===== config.mk =====
export PLATFORM = sky130hd
export DESIGN_NAME = stereo_wrapper
export DESIGN_NICKNAME = d
export VERILOG_FILES = /design/src/stereo_pkg.sv /design/src/disparity_sad.sv /design/src/pixel_splitter.sv /design/src/sram_frame_port.sv /design/src/stereo_wrapper.sv
export SDC_FILE = /design/constraint.sdc
export NUM_CORES = 1
export LEC_CHECK = 0
export BUFFER_PORTS_ARGS = -buffer_cell sky130_fd_sc_hd__buf_2
export CORE_UTILIZATION = 40
export DETAILED_ROUTE_END_ITERATION = 7
export PLACE_DENSITY_LB_ADDON = 0.12
export SETUP_SLACK_MARGIN = 0.1
export SLEW_MARGIN = 5
export SYNTH_ARGS = -nofsm -noshare
export SYNTH_HDL_FRONTEND = slang
export SYNTH_SLANG_ARGS = --single-unit

===== constraint.sdc =====
create_clock -name tm3_clk_v0 -period 9.1 [get_ports tm3_clk_v0]
set_input_delay 0.91 -clock tm3_clk_v0 [delete_from_list [all_inputs] [get_ports tm3_clk_v0]]
set_output_delay 0.91 -clock tm3_clk_v0 [all_outputs]
set_load 0.1 [all_outputs]

===== src/stereo_pkg.sv =====
package stereo_pkg;

  typedef logic [7:0]  pix_t;
  typedef logic [15:0] score_t;

  localparam logic SIDE_LEFT  = 1'b0;
  localparam logic SIDE_RIGHT = 1'b1;

  // One pixel as it comes off the video source
  typedef struct packed {
    logic        side;  // Camera that produced the pixel
    pix_t        data;
    logic [18:0] addr;  // Frame address of the pixel
  } pix_s;

  // One write cycle towards the off-chip SRAM
  typedef struct packed {
    logic [18:0] addr;  // Word address
    logic [63:0] data;  // Eight pixels, oldest in byte 0
    logic [7:0]  be_n;  // Active low byte write enables
  } sram_wr_s;

endpackage


===== src/disparity_sad.sv =====
`timescale 1ns/1ps

module disparity_sad
  import stereo_pkg::*;
#(
  parameter int WIN = 4
) (
  input  logic       tm3_clk_v0,
  input  logic       rst_n,
  input  logic       pix_valid,
  input  pix_s       pix,
  input  logic [1:0] sel,
  output logic       score_valid,
  output logic [1:0] best_disp,
  output score_t     bus_word
);

  localparam int LW = WIN + 3;  // Left history must reach disparity 3

  pix_t       r_hist  [WIN];
  pix_t       l_hist  [LW];
  pix_t       r_next  [WIN];
  score_t     sad     [4];
  score_t     score_q [4];
  score_t     best_sad;
  logic [1:0] best;
  logic       left_pix;
  logic       right_pix;

  function automatic score_t abs_diff(input pix_t a, input pix_t b);
    pix_t diff;
    diff = (a > b) ? (a - b) : (b - a);
    return score_t'(diff);
  endfunction

  assign left_pix  = pix_valid && (pix.side == SIDE_LEFT);
  assign right_pix = pix_valid && (pix.side == SIDE_RIGHT);

  // Right history as it will look once the arriving pixel is shifted in
  always_comb begin
    r_next[0] = pix.data;
    for (int i = 1; i < WIN; i++) begin
      r_next[i] = r_hist[i-1];
    end
  end

  always_comb begin
    for (int d = 0; d < 4; d++) begin
      sad[d] = '0;
      for (int i = 0; i < WIN; i++) begin
        sad[d] = sad[d] + abs_diff(r_next[i], l_hist[i+d]);
      end
    end
  end

  // Strict compare keeps the lowest disparity on a tie
  always_comb begin
    best     = 2'd0;
    best_sad = sad[0];
    for (int d = 1; d < 4; d++) begin
      if (sad[d] < best_sad) begin
        best     = 2'(d);
        best_sad = sad[d];
      end
    end
  end

  always_ff @(posedge tm3_clk_v0) begin
    if (!rst_n) begin
      for (int i = 0; i < WIN; i++) begin
        r_hist[i] <= '0;
      end
      for (int i = 0; i < LW; i++) begin
        l_hist[i] <= '0;
      end
    end else begin
      if (right_pix) begin
        r_hist <= r_next;
      end
      if (left_pix) begin
        l_hist[0] <= pix.data;
        for (int i = 1; i < LW; i++) begin
          l_hist[i] <= l_hist[i-1];
        end
      end
    end
  end

  always_ff @(posedge tm3_clk_v0) begin
    if (!rst_n) begin
      for (int d = 0; d < 4; d++) begin
        score_q[d] <= '0;
      end
      best_disp   <= 2'd0;
      score_valid <= 1'b0;
    end else begin
      score_valid <= right_pix;  // One pulse per right pixel
      if (right_pix) begin
        score_q   <= sad;
        best_disp <= best;
      end
    end
  end

  // Registered 4-to-1 word select onto the score bus
  always_ff @(posedge tm3_clk_v0) begin
    if (!rst_n) begin
      bus_word <= '0;
    end else begin
      bus_word <= score_q[sel];
    end
  end

endmodule


===== src/pixel_splitter.sv =====
`timescale 1ns/1ps

module pixel_splitter
  import stereo_pkg::*;
(
  input  logic tm3_clk_v0,
  input  logic rst_n,
  input  logic new_data,
  input  pix_s pix_in,
  output logic pix_valid,
  output pix_s pix_out,
  output pix_t rgb_left,
  output pix_t rgb_right
);

  logic take_left;
  logic take_right;

  assign take_left  = new_data && (pix_in.side == SIDE_LEFT);
  assign take_right = new_data && (pix_in.side == SIDE_RIGHT);

  always_ff @(posedge tm3_clk_v0) begin
    if (!rst_n) begin
      pix_valid <= 1'b0;
    end else begin
      pix_valid <= new_data;  // Strobe delayed along with the pixel
    end
  end

  always_ff @(posedge tm3_clk_v0) begin
    if (new_data) begin
      pix_out <= pix_in;
    end
  end

  // Each side holds its last pixel until a new one of that side arrives
  always_ff @(posedge tm3_clk_v0) begin
    if (!rst_n) begin
      rgb_left  <= '0;
      rgb_right <= '0;
    end else begin
      if (take_left) begin
        rgb_left <= pix_in.data;
      end
      if (take_right) begin
        rgb_right <= pix_in.data;
      end
    end
  end

endmodule


===== src/sram_frame_port.sv =====
`timescale 1ns/1ps

module sram_frame_port
  import stereo_pkg::*;
#(
  parameter int SRAM_AW = 19
) (
  input  logic     tm3_clk_v0,
  input  logic     rst_n,
  input  logic     pix_valid,
  input  pix_s     pix,
  output sram_wr_s wr,
  output logic     adsp_n
);

  logic [2:0]         lane_cnt [2];  // Next byte lane, one counter per camera
  logic [63:0]        asm_word [2];
  logic [18:0]        pix_word;
  logic [SRAM_AW-1:0] word_addr;
  logic               last_lane;
  logic               wr_fire;
  logic [18:0]        wr_addr;
  logic [63:0]        wr_data;
  logic [7:0]         wr_be_n;

  assign pix_word  = pix.addr >> 3;  // Eight pixels per SRAM word
  assign word_addr = {pix.side, pix_word[SRAM_AW-2:0]};
  assign last_lane = (lane_cnt[pix.side] == 3'd7);
  assign wr_fire   = pix_valid && last_lane;

  always_ff @(posedge tm3_clk_v0) begin
    if (!rst_n) begin
      lane_cnt[0] <= '0;
      lane_cnt[1] <= '0;
    end else if (pix_valid) begin
      lane_cnt[pix.side] <= lane_cnt[pix.side] + 3'd1;  // Rolls back to lane 0 after byte 7
    end
  end

  always_ff @(posedge tm3_clk_v0) begin
    if (pix_valid) begin
      asm_word[pix.side][{lane_cnt[pix.side], 3'b000} +: 8] <= pix.data;
    end
  end

  always_ff @(posedge tm3_clk_v0) begin
    if (!rst_n) begin
      wr_be_n <= '1;
      adsp_n  <= 1'b1;
    end else begin
      wr_be_n <= wr_fire ? 8'h00 : 8'hff;  // All lanes written together
      adsp_n  <= !wr_fire;
    end
  end

  // The eighth pixel goes straight into the top byte of the outgoing word
  always_ff @(posedge tm3_clk_v0) begin
    if (wr_fire) begin
      wr_addr <= 19'(word_addr);
      wr_data <= {pix.data, asm_word[pix.side][55:0]};
    end
  end

  assign wr = '{addr: wr_addr, data: wr_data, be_n: wr_be_n};

endmodule


===== src/stereo_wrapper.sv =====
`timescale 1ns/1ps

module stereo_wrapper
  import stereo_pkg::*;
#(
  parameter int WIN     = 4,
  parameter int SRAM_AW = 19
) (
  input  logic        tm3_clk_v0,
  input  logic        rst_n,
  input  logic        vidin_new_data,
  input  pix_t        vidin_rgb_reg,
  input  logic [18:0] vidin_addr_reg,
  input  logic        svid_comp_switch,
  input  logic [1:0]  sel_mux_bus_word_temp_2to1,
  output score_t      bus_word_temp_2to1,
  output logic [1:0]  best_disp,
  output logic        score_valid,
  output logic        vidin_new_data_fifo,
  output pix_t        vidin_rgb_reg_fifo_left,
  output pix_t        vidin_rgb_reg_fifo_right,
  output logic [18:0] offchip_sram_addr,
  output logic [63:0] offchip_sram_data_out,
  output logic [7:0]  offchip_sram_we,
  output logic        tm3_sram_adsp
);

  pix_s     pix_in;
  pix_s     pix_q;
  logic     pix_valid;
  sram_wr_s sram_wr;

  assign pix_in = '{side: svid_comp_switch, data: vidin_rgb_reg, addr: vidin_addr_reg};

  pixel_splitter u_split (
    .tm3_clk_v0 (tm3_clk_v0),
    .rst_n      (rst_n),
    .new_data   (vidin_new_data),
    .pix_in     (pix_in),
    .pix_valid  (pix_valid),
    .pix_out    (pix_q),
    .rgb_left   (vidin_rgb_reg_fifo_left),
    .rgb_right  (vidin_rgb_reg_fifo_right)
  );

  sram_frame_port #(
    .SRAM_AW (SRAM_AW)
  ) u_sram (
    .tm3_clk_v0 (tm3_clk_v0),
    .rst_n      (rst_n),
    .pix_valid  (pix_valid),
    .pix        (pix_q),
    .wr         (sram_wr),
    .adsp_n     (tm3_sram_adsp)
  );

  disparity_sad #(
    .WIN (WIN)
  ) u_sad (
    .tm3_clk_v0  (tm3_clk_v0),
    .rst_n       (rst_n),
    .pix_valid   (pix_valid),
    .pix         (pix_q),
    .sel         (sel_mux_bus_word_temp_2to1),
    .score_valid (score_valid),
    .best_disp   (best_disp),
    .bus_word    (bus_word_temp_2to1)
  );

  assign vidin_new_data_fifo   = pix_valid;
  assign offchip_sram_addr     = sram_wr.addr;
  assign offchip_sram_data_out = sram_wr.data;
  assign offchip_sram_we       = sram_wr.be_n;  // Write enables idle high between writes

endmodule


* Word level (Yosys, flattened, before mapping)
Memories as Yosys holds them, arrays and structs flattened. A register that Yosys moved wholly into a read port is not among the register bits.
Index checks and enable logic that the tools add are counted.
** Word-level totals
- Memories :: 3
- Output and inout bits :: 128
- Logic and storage cells :: 153
- Memory bits (writable) :: 190
- Input port bits :: 33
- Bits in registers :: 242
** Memories
- u_sram.asm_word :: depth 2, bits a word 64, read ports 1, clocked after Yosys merged registers in 1, wr ports 1, line sram_frame_port.sv:17 : logic [63:0] asm_word [2];
- u_sad.l_hist :: depth 7, bits a word 8, read ports 7, clocked after Yosys merged registers in 0, wr ports 7, line disparity_sad.sv:21 : pix_t l_hist [LW];
- u_sram.lane_cnt :: depth 2, bits a word 3, read ports 1, clocked after Yosys merged registers in 1, wr ports 2, line sram_frame_port.sv:16 : logic [2:0] lane_cnt [2];
** Operators by class
- Order comparisons :: 20
- Shift operators :: 2
- Muxes and demuxes :: 44
- Reduce and logical (&&, ||, !) cells :: 7
- Bitwise gates (word level) :: 10
- Add/subtract/negate cells :: 46
- Equality and inequality tests :: 1
** Operators with widths (number)
- 8-bit subtractor :: 32
- 8-bit two-way mux :: 24
- 16-bit by 8-bit adder with 16-bit output :: 8
- 8-bit greater-than comparator :: 16
- 16-bit two-way mux :: 4
- 64-bit two-way mux :: 1
- 8-bit by 8-bit variable shift with 64-bit output (first input constant) :: 1
- 8-bit by 8-bit indexed part select with 64-bit output :: 1
- 16-bit less-than comparator :: 3
- 8-bit by 8-bit adder with 9-bit output :: 4
- 16-bit binary-select mux with 2-bit select :: 1
- 1-bit two-way mux :: 11
- 6-bit negator with 8-bit output :: 1
- 1-bit OR :: 7
- 1-bit logical AND :: 5
- 2-bit two-way mux :: 2
- 3-bit by 1-bit adder with 3-bit output (second input constant) :: 1
- 3-bit == test (second input constant) :: 1
- 3-bit >= comparator (second input constant) :: 1
- 3-bit two-way mux :: 1
- 2-bit inverter with 3-bit output :: 1
- 3-bit OR reduction :: 1
- 1-bit inverter :: 2
- 1-bit logical NOT :: 1

* Longest topological paths before layout
An unclocked memory read counts as a cell.
- Depth in word-level cells :: 12
- Depth in mapped cells :: 49
- Depth with buffers taken out :: 48

* Modules after synthesis
From an unflattened synthesis, not the netlist that was laid out.
** Second synthesis, totals
- Cell total of the unflattened synthesis :: 2573
- Area total of the unflattened synthesis :: 27787.9 um2
** By module, submodules not included
- disparity_sad :: area an instance 18288.8 um2, cells an instance 2039, seq. area each 3223.1 um2, times used 1
- sram_frame_port :: area an instance 8007.7 um2, cells an instance 441, seq. area each 5995.8 um2, times used 1
- pixel_splitter :: area an instance 1491.4 um2, cells an instance 93, seq. area each 1181.1 um2, times used 1

* Worst setup path before layout
No wires, ideal clock.
- Path type :: reg2reg
- From :: reg u_split.pix_out[19] in the netlist's numbering
- To :: reg u_sad.best_disp[1]
- Arrival time :: 9.441 ns
- Period minus slack after synthesis :: 9.516 ns
- Path slack :: -0.416 ns
- Path buffers :: 1
- Stages on the path, launching flop included :: 46
- Required time :: 9.025 ns
- Cell sequence :: edfxtp_1 > inv_1 > ha_1 > inv_1 > fa_1 > a21o_1 > a21oi_1 > nor3_1 > o221ai_1 > buf_2 > mux2_2 > inv_1 > fa_1 > fa_1 > inv_1 > ha_1 > fa_1 > a21o_1 > [10 not listed] > mux2i_1 > ha_1 > a21o_1 > a21o_1 > a2111oi_0 > a21oi_1 > a21oi_1 > o21a_2 > inv_2 > mux2_1 > ha_1 > a21oi_1 > nor2b_1 > o21ai_0 > nand2_1 > a2111oi_0 > o211ai_1 > a31oi_1
** On the way
- Word-level cells in the longest chain between the ends :: 11
** RTL lines
- start, declared :: line pixel_splitter.sv:11 : output pix_s pix_out,
- start signal, assigned :: line pixel_splitter.sv:32 : pix_out <= pix_in;
- 8-bit subtractor / 8-bit greater-than comparator (equally long branches) :: line disparity_sad.sv:32 : diff = (a > b) ? (a - b) : (b - a);
- 8-bit two-way mux :: line disparity_sad.sv:32
- 8-bit by 8-bit adder with 9-bit output :: line disparity_sad.sv:51 : sad[d] = sad[d] + abs_diff(r_next[i], l_hist[i+d]);
- 16-bit by 8-bit adder with 16-bit output (2 in a row) :: line disparity_sad.sv:51
- 16-bit less-than comparator :: line disparity_sad.sv:61 : if (sad[d] < best_sad) begin
- 16-bit two-way mux :: line disparity_sad.sv:61
- 16-bit less-than comparator :: line disparity_sad.sv:61
- 16-bit two-way mux :: line disparity_sad.sv:61
- 16-bit less-than comparator :: line disparity_sad.sv:61
- 2-bit two-way mux * :: line disparity_sad.sv:61
- end signal, assigned :: line disparity_sad.sv:100 : best_disp <= best;
- end, declared :: line disparity_sad.sv:14 : output logic [1:0] best_disp,
Mark *: on every way between the ends. The rest lies on a longest branch, timed or not.
A chain may end at the register's enable or synchronous reset.

* Final worst setup path
Ends and elaborated chain as after synthesis.

==> run_results.csv <==
group,metric,value,unit
clock_network,clockBufferDepth,3,
yosys,synth_top_family_by_area,"adder cells",
placement,gp_congestion,0.935,
yosys,synthTopCellsByCount,"ha_1, inv_1, edfxtp_1",
yosys,synth_area_leaders,"edfxtp_1, ha_1, dfxtp_1",
placement,dp_hpwl,65.5,mm
timing,relSlewSlack,24.2,%
final_layout,drive_above_1_share,25.4,%
timing,fin_skew,0.0188,ns
yosys,ys_warn_count,0,
floorplan,die_w,262,um
yosys,synthAdderAreaFrac,20.9,%
worst_setup_path,crit_arrival,9.60,ns
global_routing,grt-busiest-layer,"met2",
yosys,synth_compound_area_share,12.5,%
clock_network,cts_tree,"yes",
drt,wire_per_inst,21.7,um
hold_path,holdPathEnd,"u_sram.wr_addr[2]$_DFFE_PP_",
placement,postPlaceCellArea,30700,um2
worst_setup_path,reg2reg_depth,45,
floorplan,start_util,40.8,%
timing,worst_slew_pin_slew,1.13,ns
worst_setup_path,path_buf_inv,8,
floorplan,rows,94,
global_routing,track_usage,24.3,%
final_layout,antennaDiodeCount,0,
timing,fmax,110,MHz
drt,drt_wl_total,85.1,mm
run_status,status,"finished clean",
worst_setup_path,start_kind,"flop",
global_routing,grtUsageMet3,4.35,%
clock_network,clkSlewWorstSetupHoldPaths,0.06,ns
timing,min_period,9.09,ns
drt,vias_per_cell,5.36,
timing,setup_viol,0,
clock_network,cts-root-buf,"clkbuf_16",
clock_network,clock_latency,0.59,ns
final_layout,utilization,49.9,%
yosys,ys.flop_type,"edfxtp_1",
yosys,synth.area.mux_share,8.04,%
worst_setup_path,path_max_fanout,6,
floorplan,io_pins,161,
global_routing,grt_max_degree,85,
clock_network,numCtsBuffers,43,
floorplan,die_h,262,um
global_routing,overflow,0,
drt,firstDrtPassIters,6,
worst_setup_path,worst_path_most_repeated_cell,"inv_2",
timing,layout_worst_path_cycle_share,99.9,%
drt,drtIter0Drc,1417,
drt,dr_total_vias,21000,
yosys,synth_most_common_cell,"ha_1",
yosys,synth-simple-area-share,10.3,%
worst_setup_path,crit_type,"flop to flop",
clock_network,hold_buffers,0,
clock_network,cts_sinks,376,
global_routing,grt_pass1_wl,124,mm
yosys,netlist.area_leader.share,31.1,%
timing,rsz0062_at_grt,"true",
worst_setup_path,rr_startpoint,"u_split.pix_out[19]$_DFFE_PP_",
job,maxCapViolCount,0,
worst_setup_path,slowest_delay,0.54,ns
yosys,synth-async-reset-ratio,0,%
hold_path,min_from,"u_split.pix_out[5]$_DFFE_PP_",
hold_path,holdPathStages,0,
hold_path,hold_class,"flop to flop",
clock_network,ctsHtreeMaxLevel,2,
global_routing,use_met2,37.5,%
yosys,yosys_register_bits,376,
timing,slew_violations,0,
yosys,synth_top_cell_by_area,"edfxtp_1",
final_layout,syn2layout_area_growth,22.3,%
yosys,synth_edf_count,280,
drt,drtAntennaViolNets,0,
final_layout,fin_area,33100,um2
final_layout,nets,3464,
yosys,postSynthAreaPerCell,10.3,um2
global_routing,antenna_found_initial,2,
drt,drc,0,
worst_setup_path,ff2ff_setup_slack,0.01,ns
worst_setup_path,critPathCaptureType,"flop",
yosys,yosysSeqAreaShare,38.2,%
floorplan,die_area,68700,um2
global_routing,first_global_vias,20600,
timing,hold_viol,0,
yosys,synth_cells,2616,
worst_setup_path,worst_ep_required_time,9.61,ns
global_routing,grtUsageMet1,33.6,%
timing,setup_tns,0,ns
placement,io_buffers,149,
floorplan,core,66300,um2
yosys,synthXorXnorAreaFrac,4.34,%
worst_setup_path,path_delay_family,"compound AO/OA/AOI/OAI gates",
yosys,synth.distinct_cells,75,
worst_setup_path,reg2reg_to,"u_sad.best_disp[1]$_SDFFE_PN0P_",
yosys,syn-cell-area,27000,um2
worst_setup_path,cp_slowest_cell,"fa_1",
[layer usage]
layer,wire [um],vias up
met5,13,-
met4,3550,2
met3,5690,165
met2,37100,684
met1,38800,10100
li1,-,10000
[registers in the layout, indices dropped and copies added, names as in the netlist, named ones only]
| signal | count |
|---|---|
| u_split.rgb_right | 8 |
| u_sram.wr_addr | 17 |
| u_sram.asm_word | 112 |
| u_split.rgb_left | 8 |
| u_sad.best_disp | 2 |
| u_sad.score_q | 40 |
| u_sram.lane_cnt | 6 |
| u_sram.wr_be_n | 1 |
| u_sad.bus_word | 10 |
| u_split.pix_out | 25 |
| u_sad.r_hist | 24 |
| u_split.pix_valid | 1 |
| u_sad.l_hist | 56 |
| u_sram.wr_data | 64 |
| u_sad.score_valid | 1 |
[through the flow]
step	setup slack, ns	std cells	hold WS (ns)
finish	0.0113	3922	0.418
global route	-0.337	3922	0.427
CTS	0.108	3909	0.419
detailed placement	-0.444	3817	0.405
global placement	-0.379	3817	0.400
floorplan	0.111	2623	0.400
[cell families after synthesis]
group / after synthesis
simple gates: 568
mux: 193
fa+ha+maj: 409
buf+inv: 392
compound gates: 543
flops: 376
xor+xnor: 134
other cells: 1
[layout make-up]
type	instances	area (um2)
Sequential cell	376	10300
Clock inverter	26	300
Multi-Input combinational cell	1855	16000
Inverter	300	1140
Tap cell	864	1080
Fill cell	6063	33200
Timing Repair Buffer	447	3050
Clock buffer	54	1150
[how the worst max path moves through the flow]
stage                                   from  slack [ns]  depth (start not counted)                               to
2_1_floorplan  u_split.pix_out[20]$_DFFE_PP_        0.11                         43  u_sad.best_disp[1]$_SDFFE_PN0P_
3_3_place_gp   u_sad.r_hist[24]$_SDFFE_PN0P_       -0.38                         47  u_sad.best_disp[1]$_SDFFE_PN0P_
3_5_place_dp   u_sad.r_hist[24]$_SDFFE_PN0P_       -0.44                         47  u_sad.best_disp[1]$_SDFFE_PN0P_
4_1_cts        u_split.pix_out[19]$_DFFE_PP_        0.11                         46  u_sad.best_disp[1]$_SDFFE_PN0P_
5_1_grt        u_split.pix_out[19]$_DFFE_PP_       -0.34                         48  u_sad.best_disp[0]$_SDFFE_PN0P_
6_report       u_split.pix_out[19]$_DFFE_PP_        0.01                         45  u_sad.best_disp[1]$_SDFFE_PN0P_
[placed cells by master (no fill, tap or decap), drive strengths merged, types with 8 or more instances in the layout]
| cell type | instances |
|---|---|
| o21ai | 114 |
| xnor2 | 88 |
| fa | 72 |
| mux2 | 95 |
| clkbuf | 54 |
| clkinv | 16 |
| edfxtp | 280 |
| o221a | 8 |
| a21o | 70 |
| dfxtp | 96 |
| conb | 8 |
| inv | 303 |
| nand3 | 35 |
| nor3 | 69 |
| nor2b | 27 |
| mux4 | 10 |
| o21bai | 23 |
| a31oi | 9 |
| mux2i | 88 |
| xor2 | 46 |
| or2 | 12 |
| nor3b | 8 |
| nor2 | 108 |
| ha | 336 |
| o21a | 14 |
| and2 | 64 |
| buf | 447 |
| a211oi | 14 |
| and3 | 19 |
| nand2b | 12 |
| a21oi | 218 |
| nand4 | 31 |
| nand2 | 170 |
[repair_timing]
| action | 4_1_cts | 5_1_grt |
|---|---|---|
| gates resized for setup | 83 | 75 |
| gates cloned | 0 | 0 |
| setup endpoints to repair | 2 | 2 |
| setup buffers | 12 | 13 |
| pin swaps | 43 | 83 |
Power is left out: the tool's default activity adds up to more than one toggle a clock period on the data nets, which glitch-free logic cannot reach.
